$ cat config.mk
export PLATFORM = sky130hd
export DESIGN_NAME = fpgaSerializer
export DESIGN_NICKNAME = d
export VERILOG_FILES = /design/src/pcLinkPkg.sv /design/src/spikePkg.sv /design/src/pulseToChannel.sv /design/src/serializer.sv /design/src/channelMerge.sv /design/src/fpgaSerializer.sv
export VERILOG_INCLUDE_DIRS = /design/src
export SDC_FILE = /design/constraint.sdc
export NUM_CORES = 1
export LEC_CHECK = 0
export BUFFER_PORTS_ARGS = -buffer_cell sky130_fd_sc_hd__buf_2
export CAP_MARGIN = 15
export CORE_ASPECT_RATIO = 1.75
export CORE_MARGIN = 5
export CORE_UTILIZATION = 45
export DETAILED_ROUTE_END_ITERATION = 8
export PLACE_DENSITY = 0.75
export RECOVER_POWER = 100
export REMOVE_ABC_BUFFERS = 1
export SLEW_MARGIN = 0
export SYNTH_ARGS = -nofsm -noshare
export SYNTH_HDL_FRONTEND = slang
export SYNTH_SLANG_ARGS = --single-unit
$ cat constraint.sdc
create_clock -name clk -period 4.5 [get_ports clk]
set_input_delay 0.675 -clock clk [delete_from_list [all_inputs] [get_ports clk]]
set_output_delay 0.675 -clock clk [all_outputs]
set_load 0.02 [all_outputs]
$ cat src/fpgaSer_defs.svh
`ifndef FPGA_SER_DEFS_SVH
`define FPGA_SER_DEFS_SVH

////////////////////
// pc link word
////////////////////

// code field in front of every pc word
`define PC_CODE_W 7
// payload bits per pc word
`define PC_DATA_W 20

////////////////////
// sources
////////////////////

// wall clock from the time manager
`define TIME_FULL_W 48
// time bits actually sent up, two payloads worth
`define TIME_W 40
// spike filter record fields
`define SF_FILT_W 10
`define SF_STATE_W 27

`endif

$ cat src/pcLinkPkg.sv
`default_nettype none

`include "fpgaSer_defs.svh"

package pcLinkPkg;

  ////////////////////
  // word codes
  ////////////////////

  // codes seen by the host, one per word kind
  typedef enum logic [`PC_CODE_W-1:0] {
    SF_CODE     = `PC_CODE_W'd14,
    // time low half
    HB_LSB_CODE = `PC_CODE_W'd15,
    // time high half
    HB_MSB_CODE = `PC_CODE_W'd16
  } pcCode_e;

  // one word on the pc port
  typedef struct packed {
    logic [`PC_CODE_W-1:0] code;
    logic [`PC_DATA_W-1:0] payload;
  } pcWord_t;

  ////////////////////
  // fsm states
  ////////////////////

  // serializer, waiting for an item or sending its words
  typedef enum logic {
    SER_IDLE,
    SER_SEND
  } serState_e;

  // merge grant and round-robin pointer
  typedef enum logic {
    SRC_SF,
    SRC_HB
  } mergeSrc_e;

endpackage

`default_nettype wire

$ cat src/spikePkg.sv
`default_nettype none

`include "fpgaSer_defs.svh"

package spikePkg;

  ////////////////////
  // spike filter
  ////////////////////

  // record from the spike filters
  // filter index sits above the state so the state goes out first
  typedef struct packed {
    logic [`SF_FILT_W-1:0]  filtIdx;
    logic [`SF_STATE_W-1:0] filtState;
  } sfRecord_t;

  ////////////////////
  // heartbeat
  ////////////////////

  // kept time split in two halves
  // each half carries a flag on top so the coder knows which one it is
  typedef struct packed {
    // always 1, marks the high half
    logic                  msbFlag;
    logic [`PC_DATA_W-1:0] timeHi;
    // always 0, marks the low half
    logic                  lsbFlag;
    logic [`PC_DATA_W-1:0] timeLo;
  } hbPacked_t;

endpackage

`default_nettype wire

$ cat src/pulseToChannel.sv
`timescale 1ns/1ps
`default_nettype none

`include "fpgaSer_defs.svh"

module pulseToChannel (
  input  wire logic                    clk,
  input  wire logic                    rst,
  // one cycle strobe from the time manager
  input  wire logic                    pulse,
  input  wire logic [`TIME_FULL_W-1:0] timeIn,
  output logic      [`TIME_FULL_W-1:0] item,
  output logic                         valid,
  input  wire logic                    ready
);

  // one entry hold register
  logic                    full;
  logic [`TIME_FULL_W-1:0] timeHold;

  // occupancy
  // a pulse landing while full is simply lost
  always_ff @(posedge clk) begin
    if (rst) begin
      full <= 1'b0;
    end else if (valid && ready) begin
      full <= 1'b0;
    end else if (pulse && !full) begin
      full <= 1'b1;
    end
  end

  // time sample, only taken into an empty register
  always_ff @(posedge clk) begin
    if (pulse && !full) begin
      timeHold <= timeIn;
    end
  end

  // held item toward the serializer
  assign item  = timeHold;
  assign valid = full;

endmodule

`default_nettype wire

$ cat src/serializer.sv
`timescale 1ns/1ps
`default_nettype none

module serializer #(
  parameter int Nin  = 42,
  parameter int Nout = 21
) (
  input  wire logic            clk,
  input  wire logic            rst,
  // wide item side
  input  wire logic [Nin-1:0]  inData,
  input  wire logic            inValid,
  output logic                 inReady,
  // narrow word side
  output logic      [Nout-1:0] outData,
  output logic                 outValid,
  input  wire logic            outReady
);

  ////////////////////
  // sizing
  ////////////////////

  // words per item, rounded up
  localparam int NumWords = (Nin + Nout - 1) / Nout;
  // item padded up to a whole number of words
  localparam int ShiftW   = NumWords * Nout;
  // counter needs at least one bit
  localparam int CntW     = (NumWords > 1) ? $clog2(NumWords) : 1;
  localparam logic [CntW-1:0] LastWord = CntW'(NumWords - 1);

  // a word wider than the item makes no sense here
  if (Nout > Nin) begin : gBadWidth
    $error("serializer output wider than its input");
  end

  ////////////////////
  // state
  ////////////////////

  pcLinkPkg::serState_e state;
  logic [CntW-1:0]      wordCnt;
  // item being sent, current word in the low bits
  logic [ShiftW-1:0]    shiftReg;

  // control
  always_ff @(posedge clk) begin
    if (rst) begin
      state   <= pcLinkPkg::SER_IDLE;
      wordCnt <= '0;
    end else begin
      case (state)
        pcLinkPkg::SER_IDLE: begin
          // accept a new item, first word shows up next cycle
          if (inValid) begin
            state   <= pcLinkPkg::SER_SEND;
            wordCnt <= '0;
          end
        end
        pcLinkPkg::SER_SEND: begin
          if (outReady) begin
            // last word gone, free for the next item
            if (wordCnt == LastWord) begin
              state   <= pcLinkPkg::SER_IDLE;
              wordCnt <= '0;
            end else begin
              wordCnt <= wordCnt + 1'b1;
            end
          end
        end
        default: begin
          state <= pcLinkPkg::SER_IDLE;
        end
      endcase
    end
  end

  // payload
  // load zero extends, every accepted word shifts the next one down
  always_ff @(posedge clk) begin
    if (inValid && inReady) begin
      shiftReg <= ShiftW'(inData);
    end else if (outValid && outReady) begin
      shiftReg <= shiftReg >> Nout;
    end
  end

  ////////////////////
  // handshakes
  ////////////////////

  // only takes an item with nothing in flight
  assign inReady  = (state == pcLinkPkg::SER_IDLE);
  assign outValid = (state == pcLinkPkg::SER_SEND);
  // lowest chunk first
  assign outData  = shiftReg[Nout-1:0];

endmodule

`default_nettype wire

$ cat src/channelMerge.sv
`timescale 1ns/1ps
`default_nettype none

module channelMerge (
  input  wire logic              clk,
  input  wire logic              rst,
  // spike filter words
  input  wire pcLinkPkg::pcWord_t sfWord,
  input  wire logic              sfValid,
  output logic                   sfReady,
  // heartbeat words
  input  wire pcLinkPkg::pcWord_t hbWord,
  input  wire logic              hbValid,
  output logic                   hbReady,
  // merged stream to the pc
  output pcLinkPkg::pcWord_t     outWord,
  output logic                   outValid,
  input  wire logic              outReady
);

  // source to favour on the next contest
  pcLinkPkg::mergeSrc_e rrPtr;
  // source held while its word sits unaccepted
  pcLinkPkg::mergeSrc_e lockSrc;
  logic                 isLocked;
  // source driving the output this cycle
  pcLinkPkg::mergeSrc_e grant;

  ////////////////////
  // grant
  ////////////////////

  always_comb begin
    if (isLocked) begin
      // stalled word keeps its slot
      grant = lockSrc;
    end else if (sfValid && hbValid) begin
      grant = rrPtr;
    end else if (hbValid) begin
      grant = pcLinkPkg::SRC_HB;
    end else begin
      // also the idle choice
      grant = pcLinkPkg::SRC_SF;
    end
  end

  // output mux, purely combinational
  assign outWord  = (grant == pcLinkPkg::SRC_HB) ? hbWord : sfWord;
  assign outValid = (grant == pcLinkPkg::SRC_HB) ? hbValid : sfValid;

  // only the granted side sees the pc ready
  assign sfReady = (grant == pcLinkPkg::SRC_SF) && outReady;
  assign hbReady = (grant == pcLinkPkg::SRC_HB) && outReady;

  ////////////////////
  // pointer and lock
  ////////////////////

  always_ff @(posedge clk) begin
    if (rst) begin
      rrPtr    <= pcLinkPkg::SRC_SF;
      lockSrc  <= pcLinkPkg::SRC_SF;
      isLocked <= 1'b0;
    end else if (outValid && outReady) begin
      // hand the next contest to the other side
      rrPtr    <= (grant == pcLinkPkg::SRC_SF) ? pcLinkPkg::SRC_HB : pcLinkPkg::SRC_SF;
      isLocked <= 1'b0;
    end else if (outValid) begin
      // pc stalled, pin the grant until the word leaves
      lockSrc  <= grant;
      isLocked <= 1'b1;
    end
  end

endmodule

`default_nettype wire

$ cat src/fpgaSerializer.sv
`timescale 1ns/1ps
`default_nettype none

`include "fpgaSer_defs.svh"

module fpgaSerializer (
  input  wire logic                    clk,
  input  wire logic                    rst,
  // time manager
  input  wire logic                    hbPulse,
  input  wire logic [`TIME_FULL_W-1:0] timeElapsed,
  // spike filters
  input  wire spikePkg::sfRecord_t     sfRecord,
  input  wire logic                    sfValid,
  output logic                         sfReady,
  // pc link
  output pcLinkPkg::pcWord_t           pcWord,
  output logic                         pcValid,
  input  wire logic                    pcReady
);

  // time packing below assumes two payloads of kept time
  if (`TIME_W != 2 * `PC_DATA_W) begin : gBadTime
    $error("kept time must fill exactly two payloads");
  end

  // heartbeat path
  logic [`TIME_FULL_W-1:0] hbFullTime;
  logic                    hbFullValid;
  logic                    hbFullReady;
  spikePkg::hbPacked_t     hbPacked;
  // one extra bit carries the half flag
  logic [`PC_DATA_W:0]     hbSerWord;
  logic                    hbSerValid;
  logic                    hbSerReady;
  pcLinkPkg::pcWord_t      hbCoded;

  // spike filter path
  logic [`PC_DATA_W-1:0]   sfSerWord;
  logic                    sfSerValid;
  logic                    sfSerReady;
  pcLinkPkg::pcWord_t      sfCoded;

  ////////////////////
  // heartbeat
  ////////////////////

  // pulse into a held channel item
  pulseToChannel hbPulseToChannel (
    .clk    (clk),
    .rst    (rst),
    .pulse  (hbPulse),
    .timeIn (timeElapsed),
    .item   (hbFullTime),
    .valid  (hbFullValid),
    .ready  (hbFullReady)
  );

  // drop the top time bits, flag each half
  always_comb begin
    hbPacked.msbFlag = 1'b1;
    hbPacked.timeHi  = hbFullTime[`TIME_W-1:`PC_DATA_W];
    hbPacked.lsbFlag = 1'b0;
    hbPacked.timeLo  = hbFullTime[`PC_DATA_W-1:0];
  end

  // low half goes out first
  serializer #(
    .Nin  ($bits(spikePkg::hbPacked_t)),
    .Nout (`PC_DATA_W + 1)
  ) hbSerializer (
    .clk      (clk),
    .rst      (rst),
    .inData   (hbPacked),
    .inValid  (hbFullValid),
    .inReady  (hbFullReady),
    .outData  (hbSerWord),
    .outValid (hbSerValid),
    .outReady (hbSerReady)
  );

  // half flag picks the code
  always_comb begin
    if (hbSerWord[`PC_DATA_W]) begin
      hbCoded.code = pcLinkPkg::HB_MSB_CODE;
    end else begin
      hbCoded.code = pcLinkPkg::HB_LSB_CODE;
    end
    hbCoded.payload = hbSerWord[`PC_DATA_W-1:0];
  end

  ////////////////////
  // spike filter
  ////////////////////

  // record goes straight in, second word zero extended
  serializer #(
    .Nin  ($bits(spikePkg::sfRecord_t)),
    .Nout (`PC_DATA_W)
  ) sfSerializer (
    .clk      (clk),
    .rst      (rst),
    .inData   (sfRecord),
    .inValid  (sfValid),
    .inReady  (sfReady),
    .outData  (sfSerWord),
    .outValid (sfSerValid),
    .outReady (sfSerReady)
  );

  // both words share one code
  always_comb begin
    sfCoded.code    = pcLinkPkg::SF_CODE;
    sfCoded.payload = sfSerWord;
  end

  ////////////////////
  // merge
  ////////////////////

  channelMerge codedMerge (
    .clk      (clk),
    .rst      (rst),
    .sfWord   (sfCoded),
    .sfValid  (sfSerValid),
    .sfReady  (sfSerReady),
    .hbWord   (hbCoded),
    .hbValid  (hbSerValid),
    .hbReady  (hbSerReady),
    .outWord  (pcWord),
    .outValid (pcValid),
    .outReady (pcReady)
  );

endmodule

`default_nettype wire

# After elaboration in Yosys (flattened, before gate mapping)
# Index checks and enable logic that the tools add are counted.
# Widths: inputs -> output; s select.
dict set report word_totals {
  reg_bits 127
  input_bits 90
  out_inout_bits 29
  elab_cells 66
}
dict set report op_classes {
  n_addsub 2
  n_eq_ne 4
  muxes 27
  n_bitwise 4
  n_reduce_logical 17
}
# op n
set ops {}
lappend ops {{$mux 41} 2}
lappend ops {{$mux 37} 2}
lappend ops {{$mux 25} 1}
lappend ops {{$mux 1} 17}
lappend ops {{$logic_and 1x1->1} 9}
lappend ops {{$pmux 1 s2} 4}
lappend ops {{$reduce_and 2->1} 3}
lappend ops {{$mux 5} 1}
lappend ops {{$ne 2x1->1 const B} 2}
lappend ops {{$ne 2x2->1 const B} 2}
lappend ops {{$not 1->1} 4}
lappend ops {{$reduce_bool 2->1} 2}
lappend ops {{$reduce_or 2->1} 2}
lappend ops {{$add 1x1->1 const B} 2}
lappend ops {{$logic_not 1->1} 1}

# Depth between registers and ports, before layout
dict set report logic_depth {
  ltp_word 8
  mapped_depth 6
  mapped_depth_nobuf 3
}

# By module
# From an unflattened synthesis, not the netlist that was laid out.
dict set report unflattened {
  hier_cells 335
  area_unflattened_um2 5794.3
}
# mod instances cells_per_inst area_per_inst_um2 seq_area_each_um2
set modules_own_cells {}
lappend modules_own_cells {{serializer (hbSerializer)} 1 119 2011.9 1301.2}
lappend modules_own_cells {{serializer (sfSerializer)} 1 107 1742.9 1151.1}
lappend modules_own_cells {pulseToChannel 1 52 1481.4 1461.4}
lappend modules_own_cells {channelMerge 1 54 546.8 60.1}
lappend modules_own_cells {fpgaSerializer 1 3 11.3 0.0}

# Worst setup path after synthesis
# OpenSTA, ideal clock, no wires.
dict set report synth_timing {
  path_kind {input-to-reg}
  startpoint {input port hbPulse}
  endpoint {register hbPulseToChannel.timeHold[0] (netlist: hbPulseToChannel.item[0]), enable pin}
  setup_time_ps 444
  t_arrival_ps 2495
  t_required_ps 4056
  path_slack_ps 1561
  path_stages 1
  path_cell_list {nor2b_1}
}
dict set report synth_between {
  elab_chain_len 1
}
# item line
set synth_lines {}
lappend synth_lines {{start: declaration} fpgaSerializer.sv:10} ;# input wire logic hbPulse,
lappend synth_lines {{$logic_and 1x1->1} pulseToChannel.sv:35} ;# if (pulse && !full) begin
lappend synth_lines {{end signal: assignment} pulseToChannel.sv:36} ;# timeHold <= timeIn;
lappend synth_lines {{end: declaration} pulseToChannel.sv:19} ;# logic [`TIME_FULL_W-1:0] timeHold;
# No other way between the ends.
# A chain may end at the register's enable or synchronous reset.

==> key figures <==
Timing
  • Max frequency: 289 MHz
  • Total of endpoints with negative setup slack in the final report: 0
  • Max Clock Skew: 6.94 ps
  • Max-slew violation total from the final report: 153
  • Final Hold Fails: 0
  • Post-route minimum period: 3460 ps
  • Post-route clock period utilization: 0.770
  • Worst slew slack as a fraction of its limit: -0.244
  • Setup repair after global routing missed its margin: no
  • Tightest Pin Transition: 1870 ps
  • TNS Setup: 0 ps

Finish
  • Finished Cell Area: 0.00619 mm²
  • Post-route insts no fill: 549
  • Share of the core filled with cells in the final layout: 0.560
  • Number of fill cells in the layout: 895
  • Layout overhead on the synthesized area: 22.5%
  • Fraction of layout instances using a drive strength above 1: 0.372
  • Number of antenna cells inserted: 0
  • Post-layout net count: 494

Synth
  • Dominant combinational cell family by area after synthesis: multiplexers
  • Share of the synthesized netlist area taken by xor and xnor gates: 0
  • Fraction of the mapped netlist area in compound gates: 0.0555
  • Share of flip-flops with an asynchronous set or reset: 0
  • Number of distinct library cells after synthesis: 35
  • Leading area contributor after synthesis: edfxtp_1
  • Post-synthesis adder-cell area fraction: 0
  • Number of synthesis warnings: 0
  • Most frequently used flop master after synthesis: edfxtp_1
  • Gate Count Post-Synth: 293
  • Fraction of synthesized area in multiplexers: 0.0914
  • Top cells by area in the synthesized netlist: edfxtp_1, mux2_2, and2_1
  • FF+latch count, synth: 127
  • Most repeated cell in the gate-level netlist after synthesis: edfxtp_1
  • Register area share after synthesis: 0.736
  • EDFF count, synth: 117
  • Area of the mapped netlist: 0.00505 mm²
  • Area fraction of the dominant cell type after synthesis: 0.696
  • Post-Synthesis Mean Instance Area: 17.2 µm²
  • Area share of and/or/nand/nor cells after synthesis: 0.0865
  • Leading cell types by count after synthesis: edfxtp_1, and2_1, mux2_2, a22o_1, dfxtp_1

Worst setup path
  • Critical path required time: 3830 ps
  • Reg-to-Reg Start: hbSerializer.outValid$_SDFF_PP0_
  • Startpoint type of the worst setup path: register
  • Reg-to-reg setup timing slack: 1490 ps
  • Capturing element type of the critical path: output pin
  • Worst Setup Path Type: register to output pin
  • Critical path fanouts, max: 23
  • Worst reg-to-reg path cell count: 2
  • Worst r2r dst: hbSerializer.shiftReg[33]$_DFFE_PP_
  • Data arrival time of the critical path: 2790 ps

Routing
  • Detail-routed net length per standard cell: 16.8 µm
  • First-pass iteration count of the detailed router: 4
  • Total routed wirelength: 9250 µm
  • Via count normalized by instance count: 4.91
  • Remaining DRCs: 0
  • Number of DRC violations after detailed-routing iteration 0: 133
  • Antenna viol nets, final: 0
  • Vias: 2693

CTS
  • Worst skew pair latency: 400 ps
  • Hold-fix buffers at CTS: 0
  • TritonCTS buffer count: 17
  • Count of cells resized by post-cts repair: 0
  • Master cell of the clock root buffer: clkbuf_16
  • CTS clock-pin slew for the worst setup and hold paths: 60 ps
  • CTS sink count: 127
  • Max H-tree Level: 4
  • Buffers inserted by post-CTS timing repair: 0
  • CTS tree: yes
  • Maximum number of buffers from clock root to sink: 2

Die
  • Number of I/O pins: 119
  • Effective utilization at floorplan: 0.457
  • Area of the core: 0.0110 mm²
  • Die width: 90.1 µm
  • Overall die area: 0.0135 mm²
  • Die outline height: 150 µm
  • Num rows: 51

Flow run
  • Number of maximum-capacitance constraint violations: 4

GRT
  • Largest net degree at the start of global routing: 45
  • Leftover overflow at the end of global routing: 0
  • Number of antenna violations at the first check in global routing: 0
  • All-layer global routing usage: 0.141
  • Wire length of the first global-routing pass: 14500 µm
  • Number of global-route vias before repair: 2954

Pwr
  • Worst vdd ir: 0.424 mV
  • Total power: 3.06 mW
  • Power Density: 495 mW/mm²
  • Leakage power summed over all cells: 2.31 nW

Place
  • Cell count after placement: 517
  • Number of I/O port buffers: 108
  • DP Area: 0.00566 mm²
  • Post-DP HPWL: 6100 µm
  • Routability cong.: 0.776

Min path
  • Hold path depth: 1
  • Hold Path Sink: hbPulseToChannel.item[7]$_DFFE_PP_
  • Startpoint of the lowest-slack hold path: timeElapsed[7]
  • Hold Path Class: primary input to register

Status
  • Run status: finished, violations left
  • Violated checks: max-capacitance violations, max-slew violations
## routing by layer
layer | routed length (µm) | up-vias | track usage
li1 | - | 1315 | -
met1 | 3190 | 1289 | 0.134
met2 | 5440 | 74 | 0.271
met3 | 404 | 15 | 0.0435
met4 | 207 | 0 | 0.0686
met5 | 0 | - | 0
## where the power goes
part	internal, mW	total [mW]	switching (mW)
registers	1.40	1.43	0.0297
logic	0.106	0.257	0.151
clock network	0.915	1.37	0.458
total	2.42	3.06	0.639
## how the worst max path moves through the flow
stage	from	to	slack [ps]	depth (start not counted)
final	hbSerializer.outValid$_SDFF_PP0_	pcWord[7]	1040	4
after detailed placement	hbSerializer.outValid$_SDFF_PP0_	pcWord[15]	1800	4
after CTS	hbSerializer.outValid$_SDFF_PP0_	pcWord[15]	1360	4
after floorplan	sfValid	sfSerializer.shiftReg[0]$_DFFE_PP_	1110	2
after global placement	hbSerializer.outValid$_SDFF_PP0_	pcWord[7]	1830	4
after global routing	hbSerializer.outValid$_SDFF_PP0_	pcWord[0]	820	4
## worst max-delay path, cell delays in order, from the launching register on
cell	delay, ps
dfxtp_1	560
nand2b_1	190
o21ai_2	1030
mux2_2	440
clkbuf_1	170
## cells by family (layout without fill, tap and decap cells)
kind of cell / Yosys count / in the layout
flip-flops: 127 / 127
AND/OR/NAND/NOR: 69 / 69
multiplexers: 40 / 40
AO/OA/AOI/OAI: 33 / 33
buffers and inverters: 23 / 146
other: 1 / 2
## metrics by stage
stage               hold WS, ps  worst slack (ps)
finish                      449              1040
global route                423               817
CTS                         434              1360
detailed placement          449              1800
global placement            434              1830
floorplan                   423              1110
## layout make-up
| cell class | count | area, µm² | area share |
|---|---|---|---|
| flip-flops and latches | 127 | 3710 | 0.600 |
| multi-input cells | 144 | 1170 | 0.189 |
| repair buffers | 111 | 524 | 0.0847 |
| clock buffers | 18 | 429 | 0.0694 |
| clock inverters | 14 | 173 | 0.0279 |
| well taps | 132 | 165 | 0.0267 |
| inverters | 3 | 11.3 | 0.00182 |
## registers in the layout, indices dropped and copies added, names as in the netlist
register	count
codedMerge.isLocked	1
codedMerge.lockSrc	1
sfSerializer.wordCnt	1
sfSerializer.outValid	1
hbPulseToChannel.valid	1
hbSerializer.outValid	1
hbPulseToChannel.item	40
hbSerializer.wordCnt	1
hbSerializer.shiftReg	42
sfSerializer.shiftReg	37
codedMerge.rrPtr	1
## cells in the final DEF (no fill, tap or decap), types with 2 or more instances in the layout
| cell type | instances |
|---|---|
| edfxtp_1 | 117 |
| buf_2 | 83 |
| mux2_2 | 37 |
| clkbuf_1 | 28 |
| and2_0 | 25 |
| a22o_1 | 20 |
| clkbuf_16 | 17 |
| and2_1 | 16 |
| dfxtp_1 | 10 |
| nor2_1 | 9 |
| nor2b_1 | 4 |
| clkinv_1 | 4 |
| bufinv_16 | 4 |
| nor2b_4 | 3 |
| inv_1 | 3 |
| nand2_1 | 3 |
| mux2_1 | 3 |
| clkinvlp_4 | 3 |
| clkinv_2 | 3 |
| nand2b_1 | 2 |
| nor3b_1 | 2 |
| o21a_1 | 2 |
| a211oi_1 | 2 |
| a21oi_1 | 2 |
| nor3_1 | 2 |
| conb_1 | 2 |
No activity file was read; power rests on OpenSTA's default activity.
